$ cat config.mk
export PLATFORM = sky130hd
export DESIGN_NAME = vram_ports
export DESIGN_NICKNAME = d
export VERILOG_FILES = /design/src/ram_ctl_pkg.sv /design/src/vram_ports.sv
export SDC_FILE = /design/constraint.sdc
export NUM_CORES = 1
export LEC_CHECK = 0
export ABC_AREA = 1
export BUFFER_PORTS_ARGS = -buffer_cell sky130_fd_sc_hd__buf_2
export CORE_UTILIZATION = 49
export DETAILED_ROUTE_END_ITERATION = 8
export GPL_TIMING_DRIVEN = 0
export PLACE_DENSITY = 0.79
export SLEW_MARGIN = 40
export SYNTH_ARGS = -nofsm -noshare
export SYNTH_HDL_FRONTEND = slang
export SYNTH_SLANG_ARGS = --single-unit
export TNS_END_PERCENT = 20
$ cat constraint.sdc
create_clock -name clk -period 1.2 [get_ports clk]
set_input_delay 0.24 -clock clk [delete_from_list [all_inputs] [get_ports clk]]
set_output_delay 0.24 -clock clk [all_outputs]
set_load 0.02 [all_outputs]
$ cat src/ram_ctl_pkg.sv
////////////////////////////////////////////////////////////
// RAM controller shared definitions
// SDRAM and VRAM address and word widths, memory depths,
// store latency and the one-hot SDRAM state encoding
////////////////////////////////////////////////////////////

`default_nettype none

package ram_ctl_pkg;

   ////////////////////////////////////////////////////////////
   // SDRAM side

   localparam int sdram_addr_width = 22;
   localparam int sdram_data_width = 32;
   // Backed words, small for simulation
   localparam int sdram_words = 4096;
   localparam int sdram_index_width = $clog2(sdram_words);

   // Cycles from read accept to completion pulse
   localparam int store_latency = 2;
   localparam int store_count_width = $clog2(store_latency + 1);

   ////////////////////////////////////////////////////////////
   // VRAM side

   localparam int vram_addr_width = 15;
   localparam int vram_data_width = 32;
   localparam int vram_words = 21504;
   localparam int vram_cpu_delay = 4;
   localparam int vram_vga_delay = 1;

   typedef logic [sdram_addr_width-1:0] sdram_addr_t;
   typedef logic [sdram_data_width-1:0] sdram_word_t;
   typedef logic [vram_addr_width-1:0] vram_addr_t;
   typedef logic [vram_data_width-1:0] vram_word_t;

   typedef enum logic [6:0] {
      sd_idle       = 7'b0000001,
      sd_read       = 7'b0000010,
      sd_read_busy  = 7'b0000100,
      sd_read_wait  = 7'b0001000,
      sd_write      = 7'b0010000,
      sd_write_busy = 7'b0100000,
      sd_write_wait = 7'b1000000
   } sdram_state_t;

endpackage

`default_nettype wire

$ cat src/vram_ports.sv
////////////////////////////////////////////////////////////
// VRAM port logic
// Ready delay lines for the CPU and display sides and the
// display word hold register
////////////////////////////////////////////////////////////

`default_nettype none

module vram_ports import ram_ctl_pkg::*;
(
   input  logic       clk,
   input  logic       reset,
   input  logic       vram_cpu_req,
   input  logic       vram_vga_req,
   output logic       vram_cpu_ready,
   output logic       vram_vga_ready,
   input  vram_word_t vga_q,
   output vram_word_t vram_vga_data_out
);

   logic [vram_cpu_delay-1:0] cpu_dly;
   logic [vram_vga_delay-1:0] vga_dly;
   vram_word_t                vga_hold;

   ////////////////////////////////////////////////////////////
   // Request delay lines

   always_ff @(posedge clk)
   begin
      if (reset)
      begin
         cpu_dly <= '0;
         vga_dly <= '0;
      end
      else
      begin
         cpu_dly <= (cpu_dly << 1) | vram_cpu_delay'(vram_cpu_req);
         vga_dly <= (vga_dly << 1) | vram_vga_delay'(vram_vga_req);
      end
   end

   assign vram_cpu_ready = cpu_dly[vram_cpu_delay-1];
   assign vram_vga_ready = vga_dly[vram_vga_delay-1];

   ////////////////////////////////////////////////////////////
   // Display hold

   always_ff @(posedge clk)
   begin
      if (reset)
         vga_hold <= '0;
      else if (vram_vga_ready)
         vga_hold <= vga_q;
   end

   // Live word while ready, last word otherwise
   assign vram_vga_data_out = vram_vga_ready ? vga_q : vga_hold;

endmodule

`default_nettype wire

Word-level counts from Yosys, hierarchy flattened --
Index checks and enable logic that the tools add are counted.
Cells by class: bitwise logic cells 1, muxes and demuxes 1
Operator list (count):
- $mux W32 | 1
- $or A4 B1 Y4 | 1
Storage, ports and cells: output and inout port bits 34, input port bits 36, bits in registers 37

Depth between registers and ports, before layout --
Gate-level depths: netlist of the first run.
depth in word-level cells 1, gate-level depth with buffers 6, gate-level depth less buffers 4

Worst setup path before layout of the first run --
OpenSTA, ideal clock, no wires.
path type register to output, start register vga_dly, in the netlist vram_vga_ready, end output port vram_vga_data_out[0], arrival 1.011 ns, required time 0.960 ns, setup slack -0.051 ns, stages on the path, launching flop included 7, cells stage by stage dfxtp_1 -> buf_6 -> inv_4 -> buf_6 -> nand2_2 -> nand2_2 -> inv_1
Between the ends: cells in the longest elaborated chain, start to end 1
Ends and longest elaborated chain:
- start: declaration | line vram_ports.sv:22 | logic [vram_vga_delay-1:0] vga_dly;
- start signal: assignment | line vram_ports.sv:38 | vga_dly <= (vga_dly << 1) | vram_vga_delay'(vram_vga_req);
- $mux W32
- end: declaration | line vram_ports.sv:18 | output vram_word_t vram_vga_data_out
Every way passes these cells.

Final worst setup path of the first run --
start register vga_dly, in the netlist vram_vga_ready, end output port vram_vga_data_out[7]
Same word-level chain as after synthesis.

==> results of run 1 <==
power groups by stage:
stage | Sequential (mW) | Clock, mW | Combinational (mW)
floorplan | 1.35 | 0 | 0.519
global placement | 1.35 | 0 | 0.711
detailed placement | 1.35 | 0 | 0.721
CTS | 1.32 | 0.860 | 0.761
global route | 1.33 | 0.926 | 0.857
finish | 1.32 | 0.835 | 0.774
routing by layer:
layer | wire length, microns | share of wire [%]
met4 | 42 | 1.3
met2 | 1610 | 48
met1 | 1500 | 45
met3 | 168 | 5.1
met5 | 0 | 0
flip-flops by register name (all words and copies together) (netlist names):
name            flops
cpu_dly             4
vga_hold           32
vram_vga_ready      1
layout by cell type (no fill, tap or decap), drive strengths merged:
master    n
nor2     37
inv     102
nand2    96
clkbuf    7
dfxtp    37
buf      81
logic make-up (layout without fill, tap and decap cells):
group	after synthesis	count (layout)	synth area share [%]
buffers and inverters	113	190	24.4
DFF	37	37	38.2
and+or+nand+nor	133	133	37.4
worst reg2reg max path: stages, from the launching register on:
cell	delay, ps
dfxtp_2	320
buf_6	140
inv_8	90
buf_12	140
nand2_2	60
nand2_2	70
nor2_2	30
final cells by class:
| class | instances | area (sq um) | share of cell area (%) |
|---|---|---|---|
| plain buffers | 11 | 125 | 4.93 |
| clock buffers | 7 | 86.3 | 3.40 |
| inverters | 102 | 390 | 15.4 |
| multi-input cells | 133 | 729 | 28.7 |
| flip-flops and latches | 37 | 742 | 29.2 |
| well taps | 48 | 60.1 | 2.37 |
| repair buffers | 70 | 404 | 15.9 |
cell usage after synthesis, drive strengths merged:
cell / number
buf: 11
nor2: 37
nand2: 96
inv: 102
dfxtp: 37
final timing paths:
kind	start	end	slack, ps	cells after the start
max reg2reg	vram_vga_ready	vga_hold[12]	250	6
max	vram_vga_ready	vram_vga_data_out[7]	-310	7
min reg2reg	cpu_dly[2]	cpu_dly[3]	400	2
min	vram_cpu_req	cpu_dly[0]	170	3
stage by stage:
| step | worst slack [ps] | area [sq um] |
|---|---|---|
| after floorplan | 30.2 | 1940 |
| after global placement | -60.0 | 2340 |
| after detailed placement | -62.1 | 2340 |
| after CTS | -321 | 2500 |
| after global routing | -389 | 2540 |
| final | -309 | 2540 |
what timing repair did:
action | in CTS | in global routing
cloned | 1 | 0
gates resized for setup | 14 | 13
endpoints found under the setup margin | 32 | 32
buffers inserted | 1 | 0
==> qor.csv, run 1 <==
stage,metric,value,unit
run_status,status,finished with violations,
run_status,violations,negative setup slack,
grt,grt_pass1_vias,1414,
cts,cts_num_sinks,37,
timing,tightest_slew,291,ps
critical_path,cp_common_cell,nand2_2,
power_and_ir_drop,p_leak,1.57,nW
cts,cts_buffer_depth,2,
timing,max-slew-margin-rel,80.6,%
power_and_ir_drop,ir_drop,0.866,mV
timing,min_period,1510,ps
yosys,ys_seq_area_share,38.2,%
floorplan,core,0.00372,sq mm
routing,vias_per_cell,3.95,
power_and_ir_drop,power_frac_comb,26.4,%
cts,cts_root_buf,clkbuf_8,
cts,cts_tree,yes,
yosys,postSynthCellCount,283,
routing,post_drt_wl_per_cell,8.14,microns
final_layout,final_nets,396,
timing,setup_viol,32,
yosys,yosysWarnings,0,
yosys,synth_top_area_share,38.2,%
timing,rsz0062_at_grt,true,
grt,grt_use_total,17.7,%
routing,drc,0,
yosys,synth_nets,319,
critical_path,crit_required,960,ps
grt,grt_max_degree,11,
power_and_ir_drop,p_int,2.07,mW
routing,wl,3.32,mm
grt,grt.busiest_layer,met2,
timing,setup_ws,-309,ps
floorplan,initial_core_util,52.2,%
grt,met1_usage,20.3,%
timing,finalHoldViolCount,0,
critical_path,cpLargestDelayFamily,buffers and inverters,
placed_design,routabilityCongestion,0.705,
final_layout,nFillCells,341,
grt,grt_pass1_wl,5.72,mm
final_layout,final_cells,408,
timing,fmax,0.663,GHz
grt,grt-ovfl-total,0,
placed_design,port_buffers,68,
critical_path,cpPeakStageDelay,320,ps
yosys,syn_avg_cell_area,6.85,sq um
yosys,synth.distinct_cells,10,
final_layout,n_antenna_cell,0,
critical_path,crit_path_start_kind,register,
power_and_ir_drop,p_seq_share,45.1,%
cts,insertion_delay,270,ps
cts,cts_made_buffers,5,
grt,grtUsageMet3,5.63,%
critical_path,cp.arrival,1270,ps
critical_path,path_class,register to output pin,
routing,drtIter0Drc,34,
critical_path,slowest_stage,dfxtp_2,
grt,antenna_found_initial,0,
routing,vias,1612,
flow_run,cap_viol_max_count,0,
cts,htree_num_levels,2,
power_and_ir_drop,power,2.93,mW
timing,post-route-period-util,126,%
cts,path_clk_slew,60,ps
final_layout,syn_to_final_growth,30.9,%
critical_path,crit_chain,buf_6 -> inv_8 -> buf_12 -> nand2_2 -> nand2_2 -> inv_1 -> buf_4,
cts,holdBufCountCts,0,
yosys,ys_top_cells_by_area,"dfxtp_1 (38%), inv_1 (20%), nand2_2 (19%)",
power_and_ir_drop,p_switching,0.862,mW
floorplan,pin_count,70,
critical_path,path_buf_inv,5,
final_layout,post-route-util,68.3,%
timing,slew_viol_final,0,
placed_design,dp.cells,399,
timing,skew,2.78,ps
critical_path,cp_max_fo,10,
timing,hold_slack,169,ps
yosys,synth_seq_cells,37,
final_layout,drive_gt1_share,50.6,%
timing,finalSetupTns,-9210,ps
yosys,synth_area,0.00194,sq mm
hold_path,hold_path.class,primary input to register,
floorplan,die_h,64.9,microns
power_and_ir_drop,pwr_density_cell,1160,mW/mm^2
routing,dr.pass1.iters,4,
floorplan,die_area,0.00421,sq mm
critical_path,crit_path_end_kind,output pin,
yosys,netlist.top_cell.by_area,dfxtp_1,
routing,ant_nets,0,
floorplan,std_cell_rows,22,
power_and_ir_drop,swShare,29.4,%
grt,gr-usage-met2,30.6,%
floorplan,die_x,64.9,microns
power_and_ir_drop,pwr-share-clk,28.5,%
placed_design,dp_hpwl,2.41,mm
Note: power is estimated with default switching activity, not from simulation.
==> run 2: changes to the inputs <==
- BUFFER_PORTS_ARGS: -buffer_cell sky130_fd_sc_hd__buf_2 -> -buffer_cell sky130_fd_sc_hd__buf_4
- CORE_UTILIZATION: 49 -> 40
- CTS_BUF_LIST: not set -> sky130_fd_sc_hd__clkbuf_4 sky130_fd_sc_hd__clkbuf_8
- PLACE_DENSITY: 0.79 -> 0.67
==> qor.csv, run 2 (synthesized netlist as in run 1, its figures left out) <==
stage,metric,value,unit,change
grt,grt_pass1_vias,1512,,was 1414
final_layout,syn_to_final_growth,43.5,%,was 30.9%
final_layout,drive_gt1_share,52.7,%,was 50.6%
final_layout,post-route-util,61.8,%,was 68.3%
timing,hold_slack,161,ps,was 169 ps
routing,post_drt_wl_per_cell,8.47,microns,was 8.14 microns
routing,ant_nets,0,,unchanged
floorplan,core,0.00450,sq mm,was 0.00372 sq mm
timing,setup_ws,-300,ps,was -309 ps
timing,slew_viol_final,0,,unchanged
final_layout,final_nets,402,,was 396
grt,grtUsageMet3,5.91,%,was 5.63%
timing,min_period,1500,ps,was 1510 ps
cts,path_clk_slew,60,ps,about the same
grt,grt.busiest_layer,met2,,unchanged
critical_path,crit_required,960,ps,about the same
critical_path,cp_max_fo,6,,was 10
hold_path,hold_path.class,primary input to register,,unchanged
critical_path,crit_path_start_kind,register,,unchanged
power_and_ir_drop,p_switching,0.892,mW,was 0.862 mW
cts,htree_num_levels,2,,unchanged
placed_design,routabilityCongestion,0.728,,was 0.705
floorplan,initial_core_util,43.0,%,was 52.2%
flow_run,cap_viol_max_count,0,,unchanged
placed_design,place_ws,-74.4,ps,was -62.1 ps
floorplan,die_x,71.6,microns,was 64.9 microns
cts,holdBufCountCts,0,,unchanged
power_and_ir_drop,p_int,2.20,mW,was 2.07 mW
power_and_ir_drop,p_leak,1.65,nW,was 1.57 nW
floorplan,die_h,71.6,microns,was 64.9 microns
power_and_ir_drop,pwr-share-clk,28.1,%,was 28.5%
timing,setup_viol,32,,unchanged
cts,cts_buffer_depth,2,,unchanged
final_layout,n_antenna_cell,0,,unchanged
routing,vias_per_cell,3.97,,was 3.95
cts,cts_tree,yes,,unchanged
floorplan,die_area,0.00513,sq mm,was 0.00421 sq mm
critical_path,crit_path_end_kind,output pin,,unchanged
routing,dr.pass1.iters,4,,unchanged
routing,drtIter0Drc,33,,was 34
cts,cts_num_sinks,37,,unchanged
grt,grt_use_total,16.3,%,was 17.7%
timing,skew,3.73,ps,was 2.78 ps
power_and_ir_drop,pwr_density_cell,1110,mW/mm^2,was 1160 mW/mm^2
final_layout,largest_register_ffs,32,,unchanged
cts,cts_root_buf,clkbuf_8,,unchanged
routing,wl,3.54,mm,was 3.32 mm
grt,grt_pass1_wl,6.35,mm,was 5.72 mm
final_layout,top_register,vga_hold,,unchanged
run_status,status,finished with violations,,unchanged
cts,insertion_delay,280,ps,was 270 ps
critical_path,path_class,register to output pin,,unchanged
timing,tightest_slew,289,ps,was 291 ps
placed_design,port_buffers,68,,unchanged
final_layout,layout_commonest_cell,inv_1,,unchanged
placed_design,dp_hpwl,2.62,mm,was 2.41 mm
run_status,violations,negative setup slack,,unchanged
final_layout,design_area,0.00278,sq mm,was 0.00254 sq mm
power_and_ir_drop,swShare,28.9,%,was 29.4%
power_and_ir_drop,power_frac_comb,29.1,%,was 26.4%
timing,fmax,0.667,GHz,was 0.663 GHz
final_layout,nFillCells,431,,was 341
cts,cts_made_buffers,5,,unchanged
critical_path,cp.arrival,1260,ps,was 1270 ps
grt,antenna_found_initial,0,,unchanged
grt,met1_usage,19.2,%,was 20.3%
placed_design,place_area,0.00251,sq mm,was 0.00234 sq mm
power_and_ir_drop,p_seq_share,42.9,%,was 45.1%
grt,grt-ovfl-total,0,,unchanged
final_layout,layout_common_cells,"inv_1 (95), buf_4 (73), nand2_2 (55), dfxtp_1 (36), nand2_1 (35)",,"was inv_1 (100), nand2_2 (62), buf_2 (60), dfxtp_1 (36), nand2_1 (34)"
timing,rsz0062_at_grt,true,,unchanged
floorplan,pin_count,70,,unchanged
timing,post-route-period-util,125,%,was 126%
floorplan,std_cell_rows,24,,was 22
timing,max-slew-margin-rel,80.7,%,was 80.6%
grt,grt_max_degree,11,,unchanged
grt,gr-usage-met2,26.5,%,was 30.6%
routing,vias,1660,,was 1612
routing,drc,0,,unchanged
power_and_ir_drop,ir_drop,0.646,mV,was 0.866 mV
timing,finalHoldViolCount,0,,unchanged
## run 2: what timing repair did
item,4_1_cts,5_1_grt
buffers inserted,7,1
setup endpoints to repair,32,33
gates cloned,1,0
pin swaps,3,2
resized for setup,24,6
## run 2: critical path, stage by stage (launching register included)
cell and delay (ps):
dfxtp_4 400, inv_8 60, buf_12 120, buf_8 130, nand2_4 60, nand2_4 50
inv_2 50, buf_6 100
## run 2: path summary, 6_finish.rpt
kind / startpoint / end / slack, ps / cells past startpoint
worst max-delay path: vram_vga_ready / vram_vga_data_out[5] / -300 / 7
worst min-delay path: vram_vga_req / vram_vga_ready / 160 / 3
worst max register to register: vram_vga_ready / vga_hold[5] / 20 / 8
worst min register to register: cpu_dly[1] / cpu_dly[2] / 400 / 2
## run 2: area by class of cell
type	instances	area, sq um	share of cell area [%]
Buffer	10	97.6	3.51
Inverter	102	390	14.0
Clock buffer	7	90.1	3.24
Sequential cell	37	744	26.8
Multi-Input combinational cell	133	757	27.2
Timing Repair Buffer	77	637	22.9
Tap cell	52	65.1	2.34
## run 2: layer usage
metal / routed length (microns) / vias to the layer above
li1: - / 908
met3: 192 / 4
met1: 1540 / 704
met2: 1760 / 44
met4: 58 / 0
met5: 0 / -
## run 2: metrics by stage
step,power (mW),cells,TNS (ps)
6_report,3.09,418,-8100
2_1_floorplan,1.87,283,0
3_5_place_dp,2.17,403,-1350
4_1_cts,3.13,417,-8830
3_3_place_gp,2.16,403,-1170
5_1_grt,3.30,418,-10970
## run 2: power by group through the flow
stage | sequential, mW | combinational [mW] | clock (mW)
global route | 1.33 | 0.992 | 0.971
CTS | 1.32 | 0.894 | 0.910
global placement | 1.35 | 0.809 | 0
floorplan | 1.35 | 0.519 | 0
detailed placement | 1.35 | 0.817 | 0
finish | 1.32 | 0.899 | 0.868
