## config.mk

```make
export PLATFORM = sky130hd
export DESIGN_NAME = sdram_port
export DESIGN_NICKNAME = d
export VERILOG_FILES = /design/src/ram_ctl_pkg.sv /design/src/sdram_port.sv
export SDC_FILE = /design/constraint.sdc
export NUM_CORES = 1
export LEC_CHECK = 0
export BUFFER_PORTS_ARGS = -buffer_cell sky130_fd_sc_hd__clkbuf_2
export CAP_MARGIN = 20
export CORE_MARGIN = 5
export CORE_UTILIZATION = 39
export DETAILED_ROUTE_END_ITERATION = 6
export GPL_ROUTABILITY_DRIVEN = 0
export PLACE_DENSITY = 0.88
export SLEW_MARGIN = 15
export SYNTH_ARGS = -nofsm -noshare
export SYNTH_HDL_FRONTEND = slang
export SYNTH_SLANG_ARGS = --single-unit
export TNS_END_PERCENT = 50
```

## constraint.sdc

```tcl
create_clock -name clk -period 2.5 [get_ports clk]
set_input_delay 0.25 -clock clk [delete_from_list [all_inputs] [get_ports clk]]
set_output_delay 0.25 -clock clk [all_outputs]
set_load 0.03 [all_outputs]
```

## src/ram_ctl_pkg.sv

```systemverilog
////////////////////////////////////////////////////////////
// RAM controller shared definitions
// SDRAM and VRAM address and word widths, memory depths,
// store latency and the one-hot SDRAM state encoding
////////////////////////////////////////////////////////////

`default_nettype none

package ram_ctl_pkg;

   ////////////////////////////////////////////////////////////
   // SDRAM side

   localparam int sdram_addr_width = 22;
   localparam int sdram_data_width = 32;
   // Backed words, small for simulation
   localparam int sdram_words = 4096;
   localparam int sdram_index_width = $clog2(sdram_words);

   // Cycles from read accept to completion pulse
   localparam int store_latency = 2;
   localparam int store_count_width = $clog2(store_latency + 1);

   ////////////////////////////////////////////////////////////
   // VRAM side

   localparam int vram_addr_width = 15;
   localparam int vram_data_width = 32;
   localparam int vram_words = 21504;
   localparam int vram_cpu_delay = 4;
   localparam int vram_vga_delay = 1;

   typedef logic [sdram_addr_width-1:0] sdram_addr_t;
   typedef logic [sdram_data_width-1:0] sdram_word_t;
   typedef logic [vram_addr_width-1:0] vram_addr_t;
   typedef logic [vram_data_width-1:0] vram_word_t;

   typedef enum logic [6:0] {
      sd_idle       = 7'b0000001,
      sd_read       = 7'b0000010,
      sd_read_busy  = 7'b0000100,
      sd_read_wait  = 7'b0001000,
      sd_write      = 7'b0010000,
      sd_write_busy = 7'b0100000,
      sd_write_wait = 7'b1000000
   } sdram_state_t;

endpackage

`default_nettype wire

```

## src/sdram_port.sv

```systemverilog
////////////////////////////////////////////////////////////
// SDRAM client port
// One-hot request FSM, store command issue, read data
// capture and the ready and done levels
////////////////////////////////////////////////////////////

`default_nettype none

module sdram_port import ram_ctl_pkg::*;
(
   input  logic        clk,
   input  logic        reset,

   input  sdram_addr_t sdram_addr,
   input  sdram_word_t sdram_data_in,
   input  logic        sdram_req,
   input  logic        sdram_write,
   output sdram_word_t sdram_data_out,
   output logic        sdram_ready,
   output logic        sdram_done,

   output logic        store_cmd_en,
   output logic        store_cmd_write,
   output sdram_addr_t store_addr,
   output sdram_word_t store_wdata,
   input  logic        store_rdy,
   input  logic        store_rd_done,
   input  sdram_word_t store_rdata
);

   sdram_state_t state;
   sdram_state_t state_next;
   logic         int_ready;
   logic         int_done;

   ////////////////////////////////////////////////////////////
   // Request FSM

   always_ff @(posedge clk)
   begin
      if (reset)
         state <= sd_idle;
      else
         state <= state_next;
   end

   always_comb
   begin
      state_next = state;
      case (state)
         sd_idle:
         begin
            if (sdram_req)
               state_next = sd_read;
            else if (sdram_write)
               state_next = sd_write;
         end
         sd_read:
            if (store_rdy)
               state_next = sd_read_busy;
         sd_read_busy:
            if (store_rd_done)
               state_next = sd_read_wait;
         sd_read_wait:
            if (!sdram_req)
               state_next = sd_idle;
         sd_write:
            if (store_rdy)
               state_next = sd_write_busy;
         // Store finishes a write on accept
         sd_write_busy:
            state_next = sd_write_wait;
         sd_write_wait:
            if (!sdram_write)
               state_next = sd_idle;
         default:
            state_next = sd_idle;
      endcase
   end

   // Command goes out only on the issue to busy step
   assign store_cmd_en = ((state == sd_read) || (state == sd_write)) && store_rdy;
   assign store_cmd_write = (state == sd_write);
   assign store_addr = sdram_addr;
   assign store_wdata = sdram_data_in;

   ////////////////////////////////////////////////////////////
   // Read data and completion flags

   always_ff @(posedge clk)
   begin
      if (reset)
         sdram_data_out <= '0;
      else if ((state == sd_read_busy) && store_rd_done)
         sdram_data_out <= store_rdata;
   end

   always_ff @(posedge clk)
   begin
      if (reset)
      begin
         int_ready <= 1'b0;
         int_done <= 1'b0;
      end
      else
      begin
         if (state == sd_read)
            int_ready <= 1'b0;
         else if (state == sd_read_wait)
            int_ready <= 1'b1;

         if (state == sd_write)
            int_done <= 1'b0;
         else if (state == sd_write_wait)
            int_done <= 1'b1;
      end
   end

   // Flag left over from the last access is masked outside the wait state
   always_ff @(posedge clk)
   begin
      if (reset)
      begin
         sdram_ready <= 1'b0;
         sdram_done <= 1'b0;
      end
      else
      begin
         sdram_ready <= int_ready && sdram_req && (state == sd_read_wait);
         sdram_done <= int_done && sdram_write && (state == sd_write_wait);
      end
   end

endmodule

`default_nettype wire

```

# After elaboration in Yosys (flattened, before gate mapping)
# Index checks and enable logic that the tools add are counted.
dict set report word_totals {
  ff_bits 43
  inputBits 92
  output_inout_bits 90
  word_cells 37
}
dict set report op_classes {
  eq_ne 13
  muxes 8
  reduce_logical 10
}
# cell n
set ops {}
lappend ops {{$mux 7} 7}
lappend ops {{$pmux 7 s7} 1}
lappend ops {{$ne 2x2->1 const B} 4}
lappend ops {{$eq 7x1->1 const B} 1}
lappend ops {{$eq 7x2->1 const B} 1}
lappend ops {{$eq 7x3->1 const B} 1}
lappend ops {{$eq 7x4->1 const B} 1}
lappend ops {{$eq 7x5->1 const B} 1}
lappend ops {{$eq 7x6->1 const B} 1}
lappend ops {{$eq 7x7->1 const B} 1}
lappend ops {{$logic_and 1x1->1} 6}
lappend ops {{$reduce_and 6->1} 1}
lappend ops {{$reduce_or 2->1} 2}
lappend ops {{$ne 3x3->1 const B} 1}
lappend ops {{$ne 2x1->1 const B} 1}
lappend ops {{$logic_or 1x1->1} 1}

# Longest topological paths before layout
# Gate-level depths: netlist of the first run.
dict set report depth {
  ltp_word 3
  ltp_mapped 8
}

# Least setup slack after synthesis of the first run
# Ideal clock, no wire load.
dict set report synth_path {
  path_type {register -> output}
  from {register state[4]}
  to {output store_cmd_en}
  t_arrival_ns 1.558
  required_time_ns 2.250
  setup_slack_ns 0.692
  stages_incl_launch_ff 5
  n_path_buf 1
  cell_sequence {dfxtp_1 -> clkbuf_1 -> xor2_1 -> nand2_1 -> nor3_1}
}
dict set report synth_between {
  elab_chain_cells 3
  elab_cells_between_ends 4
  cone_classes {eq/ne (2); reduce/logical (2)}
}
# element line
set synth_rtl {}
lappend synth_rtl {{start: declaration} sdram_port.sv:31} ;# sdram_state_t state;
lappend synth_rtl {{start signal: assignment} sdram_port.sv:42} ;# state <= sd_idle;
lappend synth_rtl {{start signal: assignment} sdram_port.sv:44} ;# state <= state_next;
lappend synth_rtl {{$eq 7x2->1 or $eq 7x5->1 (tied branches)} sdram_port.sv:82} ;# assign store_cmd_en = ((state == sd_read) || (state == sd_write)) && store_rdy;
lappend synth_rtl {{$logic_or 1x1->1 (*)} sdram_port.sv:82}
lappend synth_rtl {{$logic_and 1x1->1 (*)} sdram_port.sv:82}
lappend synth_rtl {{end: declaration} sdram_port.sv:22} ;# output logic store_cmd_en,
# Mark *: on every way between the ends. The rest lies on a longest branch, timed or not.

# Worst setup path in the final report of the first run
dict set report layout_path {
  from {register state[3]}
  to {output store_cmd_write}
}
dict set report layout_between {
  elab_chain_cells 1
}
# element line
set layout_rtl {}
lappend layout_rtl {{$eq 7x5->1} sdram_port.sv:83} ;# assign store_cmd_write = (state == sd_write);
lappend layout_rtl {{end: declaration} sdram_port.sv:23} ;# output logic store_cmd_write,
# No other way between the ends.

==> results of run 1 <==
-- stage by stage --
stage               std cells  util [%]  worst slack (ps)
floorplan                 273         -               692
detailed placement        348      39.4               497
global route              356      41.6               315
global placement          348      39.4               522
CTS                       356      41.6               425
finish                    356      41.6               435
-- worst max-delay path by stage --
stage,from,slack (ps),end
floorplan,state[4]$_SDFFE_PP0P_,690,store_cmd_en
global placement,state[4]$_SDFFE_PP0P_,520,sdram_data_out[6]$_SDFFE_PP0P_
detailed placement,state[4]$_SDFFE_PP0P_,500,sdram_data_out[24]$_SDFFE_PP0P_
CTS,state[3]$_SDFFE_PP0P_,420,store_cmd_write
global route,state[3]$_SDFFE_PP0P_,310,store_cmd_write
finish,state[3]$_SDFFE_PP0P_,430,store_cmd_write
-- power by group --
| group | total (W) | leakage (nW) | switching, W | internal, W |
|---|---|---|---|---|
| registers | 0.000707 | 0.347 | 0.0000149 | 0.000692 |
| clock network | 0.000540 | 0.0612 | 0.000217 | 0.000323 |
| logic | 0.000116 | 0.510 | 0.0000624 | 0.0000532 |
| total | 0.00136 | 0.918 | 0.000294 | 0.00107 |
-- layer usage --
metal,global-route usage [%],vias up,part of all wire (%)
met5,0,-,0
met4,5.61,0,2.7
met3,5.15,16,11
met2,21.3,79,46
li1,-,876,-
met1,14.1,781,40
-- sequential cells by signal, summed over array words and instances (netlist names) --
name and flops:
state 7, sdram_data_out 32, int_done 1, sdram_done 1
sdram_ready 1, int_ready 1
-- placed cells by master, fill, tap and decap left out, drive strengths merged, types with 3 or more instances in the layout --
master / netlist / layout
nor2: 6 / 6
nor4: 6 / 6
nand3b: 3 / 3
clkbuf: 7 / 79
nor3: 5 / 5
dfxtp: 43 / 43
nand2: 67 / 67
o31ai: 3 / 3
nor4b: 3 / 3
or3: 3 / 3
a21oi: 36 / 36
-- critical path: cells and delay by family (launching register included) --
| family | cells | cell delay (ps) |
|---|---|---|
| AND/OR/NAND/NOR | 3 | 860 |
| flip-flops | 1 | 450 |
| buffers and inverters | 1 | 210 |
-- cell families after synthesis --
| family | share of synthesized area, % |
|---|---|
| xor+xnor | 0.395 |
| compound gates | 13.0 |
| flops | 38.8 |
| simple gates | 23.8 |
| buf+inv | 24.0 |
-- area by class of cell --
class,count,area (um^2),share of cell area (%)
Clock buffer,6,82.6,3.61
Tap cell,72,90.1,3.93
Multi-Input combinational cell,156,833,36.4
Timing Repair Buffer,75,380,16.6
Sequential cell,43,861,37.6
Inverter,2,7.51,0.328
Clock inverter,2,35.0,1.53
==> results.ini, run 1 <==
[critical_path]
crit_slowest_cell=dfxtp_1
crit_fanout=14
cp_cell_sequence=or3_4, nor4_1, and2_1, clkbuf_2
reg2reg_setup_slack_ps=490
cp.required_ps=2250
startpoint_type=flip-flop
cp.arrival_ps=1820
end_kind=output pin
crit-reg2reg-launch=state[4]$_SDFFE_PP0P_
critical_path_class=flip-flop to output pin
r2r-end=sdram_data_out[31]$_SDFFE_PP0P_
cp_slowest_stage_delay_ps=450
reg2reg_depth=4

[cts]
cts_made_buffers=5
cts_setup_buffers=0
cts_tree=yes
cts_root_buf=clkbuf_8
postCtsResizedCells=0
clk_pin_slew_worst_paths_ps=80
hold_buffers=0
cts_buffer_depth=2
clkSinkCount=43
clk_latency_ps=290
htree_num_levels=2

[yosys]
synthTopCellsByArea=dfxtp_1 39%, buf_4 18%, nand2_1 11%, a21oi_1 8.1%, buf_6 3.0%
synth_edf_count=0
yosysMostFrequentCell=nand2_1
syn_nets=365
synth.top_cell.area_share_pct=38.8
async_flop_share_pct=0
netlist_top_cells_count=67 x nand2_1, 54 x buf_4, 43 x dfxtp_1
synth_top_cell_by_area=dfxtp_1
ys_warn_count=0
syn_inst=273
synthFlopType=dfxtp_1
syn_area_mm2=0.00222
yosysSeqAreaShare_pct=38.8
synth.distinct_cells=36
syn_area_per_cell_um2=8.12
ys_seq_elements=43

[pwr]
cellPowerDensity_mw_per_mm2=595
p_leak_nw=0.918
power_w=0.00136
peakVddDrop_uv=385

[finish]
final_area_mm2=0.00229
nFillCells=554
drive_gt1_share_pct=31.7
diodes=0
areaGrowthSynthToFinish_pct=3.27
final_nets=375

[floorplanning]
ios=182
initial_core_util_pct=40.3
die-height_um=85.4
die_w_um=85.4
die_area_mm2=0.00729
coreArea_mm2=0.00551
rows=27

[routing]
vias=1752
wirelength_mm=4.67
wl_per_cell_um=13.1
viasPerCell=4.92
dr.pass1.iters=4
drtIter0Drc=34
postRouteAntennaNets=0
drc_errors=0

[timing]
slew_headroom_pct=45.6
whs_ps=172
worstMarginPinSlew_ps=816
slew_viol_final=0
final.setup_skew_ps=6.78
hold_violations=0
fin_tns_setup_ps=0
min_period_ps=2070
fin_crit_sh_pct=82.6
rsz0062_at_grt=false
fmax_mhz=484
setup_viol=0

[min_path]
holdPathStages=3
hold_class=primary input to flip-flop
hold_start=store_rdata[17]
min_to=sdram_data_out[17]$_SDFFE_PP0P_

[global_routing]
grt_pass1_wl_mm=7.51
grt_use_total_pct=12.7
grt_overflow_total=0
antenna_found_initial=0
grt_max_degree=44
grt_pass1_vias=1658

[placement]
io_buffers=73
place_area_mm2=0.00217
dp.final_hpwl_mm=3.54

[run]
drv_cap=0

[status]
status=complete, no violations

No activity file was read; power rests on OpenSTA's default activity.
==> run 2: changes to the inputs <==
- ABC_AREA: not set -> 1
- CORE_UTILIZATION: 39 -> 36
- PLACE_DENSITY: 0.88 -> 0.84
- clock period: 2.5 -> 1.86 ns (I/O delays scaled with it)
==> results.ini, run 2 <==
[yosys]
syn_inst=297
netlist_top_cells_count=57 x buf_4, 52 x nand2_1, 43 x dfxtp_1
yosysSeqAreaShare_pct=37.6
yosysMostFrequentCell=buf_4
synth.top_cell.area_share_pct=37.6
synth.distinct_cells=22
ys_seq_elements=43
ys_warn_count=0
synthFlopType=dfxtp_1
syn_area_mm2=0.00229
synthTopCellsByArea=dfxtp_1 38%, buf_4 19%, nand2_1 8.5%, nand3_1 8.3%, a21oi_1 6.3%
syn_area_per_cell_um2=7.72
syn_nets=389
synth_edf_count=0
synth_top_cell_by_area=dfxtp_1
async_flop_share_pct=0

[cts]
cts_buffer_depth=2
cts_root_buf=clkbuf_8
htree_num_levels=2
hold_buffers=0
postCtsResizedCells=0
cts_tree=yes
clk_latency_ps=290
clkSinkCount=43
cts_setup_buffers=0
cts_made_buffers=5
clk_pin_slew_worst_paths_ps=90

[status]
status=complete, no violations

[min_path]
hold_class=primary input to flip-flop

[timing]
setup_ws_ps=161
fin_tns_setup_ps=0
setup_viol=0
rsz0062_at_grt=false
min_period_ps=1700
fin_crit_sh_pct=91.3
fmax_mhz=589
hold_violations=0
final.setup_skew_ps=6.93
slew_viol_final=0
slew_headroom_pct=70.4
worstMarginPinSlew_ps=443

[placement]
dp.final_hpwl_mm=3.90
io_buffers=73
dpl_worst_slack_ps=348
place_area_mm2=0.00228

[finish]
largest_register_ffs=32
diodes=0
final_nets=407
top_register=sdram_data_out
final_cell_mix=73 x clkbuf_2, 52 x nand2_1, 43 x dfxtp_1
areaGrowthSynthToFinish_pct=5.73
drive_gt1_share_pct=35.4
final_area_mm2=0.00242
reg_top3=sdram_data_out: 32 flops, state: 7 flops
final_common_cell=clkbuf_2

[floorplanning]
die_area_mm2=0.00806
die_w_um=89.8
die-height_um=89.8
initial_core_util_pct=36.5
coreArea_mm2=0.00628
ios=182
rows=29

[pwr]
cellPowerDensity_mw_per_mm2=1020
peakVddDrop_uv=495
p_leak_nw=1.11

[routing]
drtIter0Drc=90
wirelength_mm=5.16
wl_per_cell_um=13.1
viasPerCell=4.85
drc_errors=0
dr.pass1.iters=4
postRouteAntennaNets=0
vias=1908

[critical_path]
cp_cell_sequence=inv_1, nand2_1, nor2_4, nand2_1, a21oi_1, clkbuf_2
cp.required_ps=1670
end_kind=output pin
crit_fanout=5
crit_slowest_cell=dfxtp_1
cp.arrival_ps=1510
cp_slowest_stage_delay_ps=310
startpoint_type=flip-flop
cp_common_cell=nand2_1
critical_path_class=flip-flop to output pin

[global_routing]
grt_pass1_vias=1913
antenna_found_initial=0
grt_overflow_total=0
grt_use_total_pct=12.6
grt_max_degree=37
grt_pass1_wl_mm=8.71

[run]
drv_cap=0

==> run 2: layout make-up <==
| class | instances | area [um^2] |
|---|---|---|
| fill | 667 | 3850 |
| sequential | 43 | 861 |
| multi-input combinational | 168 | 852 |
| timing repair buffer | 79 | 410 |
| tap | 77 | 96.3 |
| clock buffer | 5 | 68.8 |
| clock inverter | 3 | 67.6 |
| inverter | 18 | 67.6 |
==> run 2: worst paths after layout <==
kind | startpoint | endpoint | slack [ps] | depth (start not counted)
max | state[6]$_SDFFE_PP0P_ | store_cmd_en | 160 | 6
max reg2reg | state[0]$_SDFFE_PP1P_ | sdram_data_out[20]$_SDFFE_PP0P_ | 360 | 6
min reg2reg | int_ready$_SDFFE_PP0N_ | sdram_ready$_SDFF_PP0_ | 450 | 2
min | store_rdata[12] | sdram_data_out[12]$_SDFFE_PP0P_ | 140 | 3
==> run 2: logic make-up after synthesis <==
| family | synth area share [%] |
|---|---|
| flops | 37.6 |
| compound gates | 9.61 |
| simple gates | 27.5 |
| buf+inv | 25.4 |
==> run 2: layer usage <==
metal / global-route usage, % / share of wire (%) / vias to the layer above
met4: 4.91 / 2.2 / 0
li1: - / - / 933
met2: 21.5 / 48 / 91
met5: 0 / 0 / -
met1: 14.2 / 40 / 860
met3: 4.51 / 10 / 24
==> run 2: per-stage QoR <==
stage / total power, W / hold WS [ps] / cells / utilization (%)
3_5_place_dp: 0.00162 / 372 / 385 / 36.4
3_3_place_gp: 0.00161 / 372 / 385 / 36.4
2_1_floorplan: 0.00170 / 344 / 297 / -
4_1_cts: 0.00249 / 127 / 393 / 38.6
6_report: 0.00247 / 136 / 393 / 38.6
5_1_grt: 0.00263 / 123 / 393 / 38.6
==> run 2: where the power goes <==
group	internal (W)	switching [W]
registers	0.000972	0.0000360
logic	0.000193	0.000405
clock network	0.000535	0.000328
==> run 2: worst max-delay path: cells and delay by family, from the launching register on <==
family	cells	cell delay [ps]
flops	1	310
compound gates	1	160
simple gates	3	400
buf+inv	2	360
